File: src/mul_params.svh
/*
  Multiply unit widths
  Program counter, operand and sequence number sizes for the M-extension unit
*/

`ifndef MUL_PARAMS_SVH
`define MUL_PARAMS_SVH

// Program counter width
`define MUL_ADDR_BITS 32

// Operand and result width
`define MUL_DATA_BITS 32

// Sequence number width
`define MUL_SEQ_BITS 5

`endif

File: src/mul_pkg.sv
/*
  Multiply unit types
  Uop encoding, D and W stream messages, prepared operands and the product word
*/

`include "mul_params.svh"

package mul_pkg;

  // --------------------------------------------------
  // Uop encoding
  // --------------------------------------------------

  // The four M-extension multiplies
  typedef enum logic [1:0] {
    MUL    = 2'd0,
    MULH   = 2'd1,
    MULHSU = 2'd2,
    MULHU  = 2'd3
  } mul_uop_e;

  // --------------------------------------------------
  // Stream messages
  // --------------------------------------------------

  // Decode to execute
  typedef struct packed {
    logic [`MUL_ADDR_BITS-1:0] pc;
    logic [`MUL_SEQ_BITS-1:0]  seq_num;
    logic [`MUL_DATA_BITS-1:0] op1;
    logic [`MUL_DATA_BITS-1:0] op2;
    logic [4:0]                waddr;
    mul_uop_e                  uop;
  } d_x_msg_t;

  // Execute to write-back
  typedef struct packed {
    logic [`MUL_ADDR_BITS-1:0] pc;
    logic [`MUL_SEQ_BITS-1:0]  seq_num;
    logic [4:0]                waddr;
    logic [`MUL_DATA_BITS-1:0] wdata;
    logic                      wen;
  } x_w_msg_t;

  // --------------------------------------------------
  // Datapath words
  // --------------------------------------------------

  // Operands after sign or zero extension, one bit wider than the data
  typedef struct packed {
    logic signed [`MUL_DATA_BITS:0] a;
    logic signed [`MUL_DATA_BITS:0] b;
  } mul_operand_t;

  // Product seen whole or as high and low halves
  typedef union packed {
    logic [2*`MUL_DATA_BITS-1:0] full;
    struct packed {
      logic [`MUL_DATA_BITS-1:0] hi;
      logic [`MUL_DATA_BITS-1:0] lo;
    } half;
  } mul_product_u;

endpackage

File: src/mul_operand_prep.sv
/*
  Multiply operand preparation
  Decodes the uop and extends both operands to signed values one bit wider,
  so every multiply form runs on the same signed multiplier
*/

`timescale 1ns/1ns
`include "mul_params.svh"

module mul_operand_prep import mul_pkg::*; (
  input  d_x_msg_t     d_msg,
  output mul_operand_t operands
);

  // Extension mode per operand, high means sign extend
  logic op1_signed;
  logic op2_signed;

  // Top bits of each operand after extension
  logic op1_ext;
  logic op2_ext;

  // --------------------------------------------------
  // Uop decode
  // --------------------------------------------------

  always_comb begin
    op1_signed = 1'b1;
    op2_signed = 1'b1;
    case (d_msg.uop)
      // Signed by signed
      MUL, MULH: begin
        op1_signed = 1'b1;
        op2_signed = 1'b1;
      end
      // Signed op1, unsigned op2
      MULHSU: begin
        op1_signed = 1'b1;
        op2_signed = 1'b0;
      end
      // Unsigned by unsigned
      MULHU: begin
        op1_signed = 1'b0;
        op2_signed = 1'b0;
      end
      default: begin
        op1_signed = 1'b1;
        op2_signed = 1'b1;
      end
    endcase
  end

  // --------------------------------------------------
  // Extension
  // --------------------------------------------------

  // Copy of the sign bit, or zero for unsigned use
  assign op1_ext = op1_signed & d_msg.op1[`MUL_DATA_BITS-1];
  assign op2_ext = op2_signed & d_msg.op2[`MUL_DATA_BITS-1];

  // The extra bit keeps unsigned values positive in signed math
  assign operands.a = {op1_ext, d_msg.op1};
  assign operands.b = {op2_ext, d_msg.op2};

endmodule

File: src/mul_pipe.sv
/*
  Multiply pipeline
  Three stages of operand register, product and result select, with one
  shared advance signal that stalls the whole pipe under W back-pressure
*/

`timescale 1ns/1ns
`include "mul_params.svh"

module mul_pipe import mul_pkg::*; (
  input  logic         clk,
  input  logic         reset,
  input  d_x_msg_t     in_msg,
  input  mul_operand_t operands,
  input  logic         in_val,
  output logic         in_rdy,
  output x_w_msg_t     w_msg,
  output logic         w_val,
  input  logic         w_rdy
);

  // Fields that ride along with each operation
  typedef struct packed {
    logic [`MUL_ADDR_BITS-1:0] pc;
    logic [`MUL_SEQ_BITS-1:0]  seq_num;
    logic [4:0]                waddr;
    mul_uop_e                  uop;
  } stage_meta_t;

  // --------------------------------------------------
  // Declarations
  // --------------------------------------------------

  // Whole pipe moves together or holds together
  logic advance;

  // Stage valids
  logic s1_val;
  logic s2_val;
  logic s3_val;

  // Per-stage load enables
  logic s1_load;
  logic s2_load;
  logic s3_load;

  // Stage one payload
  stage_meta_t  s1_meta;
  mul_operand_t s1_operands;

  // Full signed product, two bits wider than the kept word
  logic signed [2*`MUL_DATA_BITS+1:0] s1_full_product;

  // Stage two payload
  stage_meta_t  s2_meta;
  mul_product_u s2_product;

  // Stage three payload and its next value
  x_w_msg_t s3_next;
  x_w_msg_t s3_msg;

  // --------------------------------------------------
  // Stall control
  // --------------------------------------------------

  // Move when the last stage is empty or is being drained
  assign advance = ~s3_val | w_rdy;
  assign in_rdy  = advance;

  // Payload loads only on a real operation
  assign s1_load = advance & in_val;
  assign s2_load = advance & s1_val;
  assign s3_load = advance & s2_val;

  always_ff @(posedge clk) begin
    if (reset) begin
      s1_val <= 1'b0;
      s2_val <= 1'b0;
      s3_val <= 1'b0;
    end else if (advance) begin
      // Bubbles shift through like operations
      s1_val <= in_val;
      s2_val <= s1_val;
      s3_val <= s2_val;
    end
  end

  // --------------------------------------------------
  // Stage one, operand register
  // --------------------------------------------------

  always_ff @(posedge clk) begin
    if (s1_load) begin
      s1_operands     <= operands;
      s1_meta.pc      <= in_msg.pc;
      s1_meta.seq_num <= in_msg.seq_num;
      s1_meta.waddr   <= in_msg.waddr;
      s1_meta.uop     <= in_msg.uop;
    end
  end

  // --------------------------------------------------
  // Stage two, product
  // --------------------------------------------------

  // One signed multiplier covers all four forms
  assign s1_full_product = s1_operands.a * s1_operands.b;

  always_ff @(posedge clk) begin
    if (s2_load) begin
      // Top two bits are pure extension and are dropped
      s2_product.full <= s1_full_product[2*`MUL_DATA_BITS-1:0];
      s2_meta         <= s1_meta;
    end
  end

  // --------------------------------------------------
  // Stage three, result select and W message
  // --------------------------------------------------

  always_comb begin
    s3_next.pc      = s2_meta.pc;
    s3_next.seq_num = s2_meta.seq_num;
    s3_next.waddr   = s2_meta.waddr;
    // Low half for MUL, high half for the rest
    if (s2_meta.uop == MUL) begin
      s3_next.wdata = s2_product.half.lo;
    end else begin
      s3_next.wdata = s2_product.half.hi;
    end
    // Writes to x0 are dropped
    s3_next.wen     = |s2_meta.waddr;
  end

  always_ff @(posedge clk) begin
    if (s3_load) begin
      s3_msg <= s3_next;
    end
  end

  // Result is ready for the W transfer on the third edge after acceptance
  assign w_msg = s3_msg;
  assign w_val = s3_val;

endmodule

File: src/mul_unit.sv
/*
  Multiply execute unit
  Takes D stream operations, runs MUL, MULH, MULHSU and MULHU, and returns
  write-back messages on the W stream
*/

`timescale 1ns/1ns
`include "mul_params.svh"

module mul_unit import mul_pkg::*; (
  input  logic     clk,
  input  logic     reset,
  input  d_x_msg_t d_msg,
  input  logic     d_val,
  output logic     d_rdy,
  output x_w_msg_t w_msg,
  output logic     w_val,
  input  logic     w_rdy
);

  // Extended operands, same cycle as d_msg
  mul_operand_t operands;

  // --------------------------------------------------
  // Operand preparation
  // --------------------------------------------------

  mul_operand_prep mul_operand_prep_i (
    .d_msg    (d_msg),
    .operands (operands)
  );

  // --------------------------------------------------
  // Pipeline
  // --------------------------------------------------

  mul_pipe mul_pipe_i (
    .clk      (clk),
    .reset    (reset),
    .in_msg   (d_msg),
    .operands (operands),
    .in_val   (d_val),
    .in_rdy   (d_rdy),
    .w_msg    (w_msg),
    .w_val    (w_val),
    .w_rdy    (w_rdy)
  );

endmodule

File: config.mk
export PLATFORM = sky130hd
export DESIGN_NAME = mul_unit
export DESIGN_NICKNAME = d
export VERILOG_FILES = /design/src/mul_pkg.sv /design/src/mul_operand_prep.sv /design/src/mul_pipe.sv /design/src/mul_unit.sv
export VERILOG_INCLUDE_DIRS = /design/src
export SDC_FILE = /design/constraint.sdc
export NUM_CORES = 2
export LEC_CHECK = 0
export CAP_MARGIN = 40
export CORE_MARGIN = 2
export CORE_UTILIZATION = 65
export CTS_CLUSTER_DIAMETER = 200
export DETAILED_ROUTE_END_ITERATION = 8
export DONT_BUFFER_PORTS = 1
export PLACE_DENSITY = 0.81
export SYNTH_ARGS = -nofsm -noshare
export SYNTH_HDL_FRONTEND = slang
export SYNTH_SLANG_ARGS = --single-unit
export TNS_END_PERCENT = 100
File: constraint.sdc
create_clock -name clk -period 11 [get_ports clk]
set_input_delay 0.55 -clock clk [delete_from_list [all_inputs] [get_ports clk]]
set_output_delay 0.55 -clock clk [all_outputs]
set_load 0.02 [all_outputs]
### Word level (Yosys, flattened, before mapping)

Index checks and enable logic that the tools add are counted.
Widths: inputs -> output; s select.

| word-level totals | value |
|---|---|
| register bits after elaboration | 296 |
| latch bits | 0 |
| RAM bits | 0 |
| bits in read-only memories | 0 |
| word-level logic and storage cells | 39 |
| memories kept | 0 |

| cells by class | value |
|---|---|
| add/subtract/negate cells | 0 |
| multipliers | 1 |
| div/mod/pow operators | 0 |
| $lt $le $gt $ge | 0 |
| equal/unequal tests | 3 |
| shift operators | 0 |
| multiplexer cells | 3 |
| bitwise operators | 7 |
| reductions and logical operators | 6 |

Operators by type and width:

| kind | count |
|---|---|
| $mul 33x33->64 | 1 |
| $mux 32 | 1 |
| $and 1x1->1 | 5 |
| $reduce_or 5->1 | 1 |
| $eq 2x2->1 const B | 2 |
| $logic_not 2->1 | 2 |
| $pmux 1 s2 | 2 |
| $reduce_or 2->1 | 2 |
| $reduce_or 3->1 | 1 |
| $eq 2x1->1 const B | 1 |
| $not 1->1 | 1 |
| $or 1x1->1 | 1 |

### Depth between registers and ports, before layout

| depth | value |
|---|---|
| depth in word-level cells | 4 |
| gate-level depth with buffers | 29 |

### Modules after synthesis

A second synthesis with hierarchy kept.

| second synthesis, totals | value |
|---|---|
| cells, all modules | 4577 |
| area, all modules | 48178.7 um^2 |

By module, submodules not included:

| module | instances | cells an instance | area an instance (um^2) | seq. area each (um^2) |
|---|---|---|---|---|
| mul_pipe | 1 | 4509 | 47663.2 | 8858.5 |
| mul_operand_prep | 1 | 68 | 515.5 | 0.0 |

### Worst setup path after synthesis

OpenSTA, ideal clock, no wires.

| timing | value |
|---|---|
| kind | register -> register |
| from | reg mul_pipe_i.s1_operands[65] (netlist bit) |
| to | reg mul_pipe_i.s2_product[59] (netlist bit), data pin |
| setup time | 0.265 ns |
| arrival time | 7.864 ns |
| data required time | 10.735 ns |
| slack | 2.871 ns |
| cell stages (with the launch flop) | 25 |
| buffers on the path | 1 |
| period minus slack after synthesis | 8.129 ns |
| path through | edfxtp_1 clkbuf_1 nand2_1 inv_1 fa_1 fa_1 fa_1 inv_1 fa_1 inv_1 fa_1 fa_1 fa_1 fa_1 ha_1 inv_1 or4_1 nor2_1 nand3_1 a211oi_2 o31ai_1 a32oi_1 a21o_1 a21oi_1 xnor2_1 |

| on the way | value |
|---|---|
| word-level cells in the longest chain between the ends | 1 |

Ends and longest elaborated chain:

| item | RTL line | source |
|---|---|---|
| start: declaration | mul_pipe.sv:49 | `mul_operand_t s1_operands;` |
| start signal: assignment | mul_pipe.sv:94 | `s1_operands <= operands;` |
| $mul 33x33->64 | mul_pipe.sv:107 | `assign s1_full_product = s1_operands.a * s1_operands.b;` |
| via mul_pipe_i.s1_full_product[59] | mul_pipe.sv:52 | `` logic signed [2*`MUL_DATA_BITS+1:0] s1_full_product; `` |
| end: declaration | mul_pipe.sv:56 | `mul_product_u s2_product;` |

The timed path passes the listed nets, and every way through them passes these cells.
A chain may end at the register's enable or synchronous reset.

### Final worst setup path

| timing | value |
|---|---|
| from | reg mul_pipe_i.s1_operands[49] (netlist bit) |
| to | reg mul_pipe_i.s2_product[60] (netlist bit), data pin |

The elaborated chain is that of the path after synthesis.

==> results_dict.tcl <==
set metrics [dict create \
    die_h_um 274.7 \
    fp.dieW_um 274.7 \
    dr.pass1.iters 8 \
    worst_hold_slack_ns 0.03720 \
    ant_nets 0 \
    yosys-top-cells-area "fa_1, edfxtp_1, inv_1, and2_1, ha_1" \
    finalCriticalPeriod_ns 9.017 \
    path_class "reg -> reg" \
    finalSetupTns_ns 0 \
    grt_start_max_net_pins 56 \
    dr.first_iter.drc_count 2742 \
    synth_cell_type_count 62 \
    hold_path.class "in -> reg" \
    cts_tree "done" \
    yosysSeqAreaShare_pct 18.60 \
    post-route-period-util_pct 81.97 \
    cts_resized 0 \
    cts_buffer_depth 3 \
    ys_ff_latch 296 \
    synthToLayoutAreaGrowth_pct 4.481 \
    worst_pin_slew_ns 0.9917 \
    relSlewSlack_pct 33.89 \
    grt_pass1_vias 35480 \
    clkTransAtPathRegs_ns 0.07 \
    hold_viol_final 0 \
    portBuffers 0 \
    grtUsageTotal_pct 35.22 \
    startpoint_type "register" \
    antenna_found_initial 8 \
    synth_nets 5959 \
    syn-cell-area_um2 47640 \
    wirelength_um 126500 \
    grt_overflow_total 0 \
    required_ns 11.33 \
    grt_pass1_wl_um 198000 \
    syn_inst 4510 \
    final-setup-viol-count 0 \
    worstSkewPairLatency_ns 0.60 \
    cts_buffers 35 \
    vias 31710 \
    r2r-end "mul_pipe_i.s2_product[60]$_DFFE_PP_" \
    cts_sinks 296 \
    die_area_um2 75470 \
    postCtsSetupRepairBufs 0 \
    syn_avg_cell_area_um2 10.56 \
    min_path_cells 1 \
    fmax_mhz 110.9 \
    async_reset_ff_share_pct 0 \
    maxCapViolations 0 \
    r2r-start "mul_pipe_i.s1_operands[49]$_DFFE_PP_" \
    ff2ff_setup_slack_ns 1.98 \
    yosysMostFrequentCell "fa_1" \
    ys.flop_type "edfxtp_1" \
    ctsHtreeMaxLevel 2 \
    worstSetupEndpointType "register" \
    synth_common_cells "fa_1, inv_1, nand2_1, and2_1, edfxtp_1" \
    start_util_pct 65.52 \
    skew_ns 0.03042 \
    drv_slew 0 \
    root_buffer "clkbuf_16" \
    io_pins 189 \
    rsz0062_at_grt "no" \
    place_congestion 0.9739 \
    synth_top_area_share_pct 47.28 \
    hold_start "reset" \
    crit_fanout 17 \
    critical_path_arrival_ns 9.35 \
    drive_above_1_share_pct 3.857 \
    synth_top_area_cell "fa_1" \
    hpwl_um 95390 \
    rows 99 \
    whs_endpoint "mul_pipe_i.s2_val$_SDFFE_PP0N_" \
    rr_worst_depth 26 \
    finalNetCount 5856 \
    fp.coreArea_um2 72710 \
    synth_edf_count 293 \
    outcome "completed" \
    ctsHoldBuffers 0 \
    synth_warnings 0 \
    via_per_inst 5.874 \
    drc 0 \
    avgRoutedWirePerCell_um 23.43 \
]
[flip-flops by register name, indices dropped and copies added (netlist names)]
| name | count |
|---|---|
| mul_pipe_i.s2_product | 64 |
| mul_pipe_i.s1_operands | 66 |
| mul_pipe_i.s2_val | 1 |
| mul_pipe_i.s1_val | 1 |
| mul_pipe_i.w_val | 1 |
| mul_pipe_i.s2_meta | 44 |
| mul_pipe_i.s1_meta | 44 |
| mul_pipe_i.w_msg | 75 |
[cells in the final DEF (no fill, tap or decap), types with 6 or more instances in the layout]
master | synthesis | final
buf_4 | 0 | 70
o21ai_0 | 35 | 35
nand2_1 | 552 | 552
nor2_1 | 47 | 46
and2_1 | 550 | 547
nor2b_1 | 28 | 28
diode_2 | 0 | 6
edfxtp_1 | 293 | 293
nand3_1 | 10 | 10
a21oi_1 | 73 | 73
ha_1 | 212 | 212
a21o_1 | 27 | 27
clkinv_1 | 0 | 9
nand2b_1 | 18 | 18
xor2_1 | 14 | 14
nand4_1 | 9 | 9
clkbuf_1 | 211 | 7
and3_1 | 7 | 7
mux2_2 | 32 | 32
fa_1 | 1125 | 1125
o21bai_1 | 7 | 7
nor3_1 | 11 | 11
inv_1 | 1101 | 1101
a211oi_1 | 6 | 6
xnor2_1 | 59 | 59
clkbuf_16 | 0 | 35
[how the worst max path moves through the flow]
stage	start	end	slack [ns]	cells past startpoint
detailed placement	mul_pipe_i.s1_operands[65]$_DFFE_PP_	mul_pipe_i.s2_product[59]$_DFFE_PP_	2.21	25
floorplan	mul_pipe_i.s1_operands[65]$_DFFE_PP_	mul_pipe_i.s2_product[59]$_DFFE_PP_	2.87	24
finish	mul_pipe_i.s1_operands[49]$_DFFE_PP_	mul_pipe_i.s2_product[60]$_DFFE_PP_	1.98	26
CTS	mul_pipe_i.s1_operands[65]$_DFFE_PP_	mul_pipe_i.s2_product[59]$_DFFE_PP_	2.20	25
global placement	mul_pipe_i.s1_operands[9]$_DFFE_PP_	mul_pipe_i.s2_product[60]$_DFFE_PP_	2.38	25
global route	mul_pipe_i.s1_operands[65]$_DFFE_PP_	mul_pipe_i.s2_product[62]$_DFFE_PP_	1.59	24
[area by class of cell]
| type | instances | area [µm²] |
|---|---|---|
| Inverter | 1101 | 4133 |
| Antenna cell | 6 | 15.01 |
| Sequential cell | 296 | 8859 |
| Clock buffer | 42 | 902.1 |
| Tap cell | 959 | 1200 |
| Fill cell | 5168 | 22940 |
| Multi-Input combinational cell | 2897 | 33850 |
| Clock inverter | 21 | 167.7 |
| Timing Repair Buffer | 76 | 650.6 |
[metrics by stage]
step	util (%)	std cells	instance area, µm²	setup slack [ns]
3_5_place_dp	66.96	5329	48690	2.214
3_3_place_gp	66.79	5323	48560	2.381
4_1_cts	68.43	5392	49760	2.196
2_1_floorplan	-	4510	47640	2.871
6_report	68.45	5398	49770	1.983
5_1_grt	68.44	5395	49760	1.585
[kinds of logic after synthesis]
kind of cell	count (synthesis)	synth area share [%]
mux	34	0.7985
xor+xnor	73	1.342
simple gates	1250	13.26
compound gates	203	2.774
buf+inv	1317	10.39
fa+ha+maj	1337	52.85
flops	296	18.60
[per-layer routing]
layer / global-route usage [%] / up-vias / part of all wire [%]
li1: - / 12950 / -
met1: 45.18 / 16090 / 35
met2: 55.67 / 2128 / 46
met3: 9.610 / 537 / 12
met4: 17.91 / 4 / 6.0
met5: 0 / - / 0.018
[worst max-delay path, cell delays in order, from the launching register on]
cell	delay [ns]
edfxtp_1	0.94
buf_4	0.41
nand2_1	0.13
fa_1	0.54
fa_1	0.54
fa_1	0.56
inv_1	0.06
fa_1	0.50
inv_1	0.06
fa_1	0.54
inv_1	0.05
fa_1	0.45
fa_1	0.51
inv_1	0.05
fa_1	0.59
inv_1	0.07
ha_1	0.43
nand2_1	0.12
o21ai_0	0.26
a21oi_1	0.08
nor2_1	0.21
nor2_1	0.13
a211oi_1	0.46
o2111ai_1	0.21
a31oi_1	0.41
o21ai_0	0.15
a211o_1	0.28
Power is not shown: default switching activity piles up to over one toggle a cycle in this logic, so the estimate is an artifact.
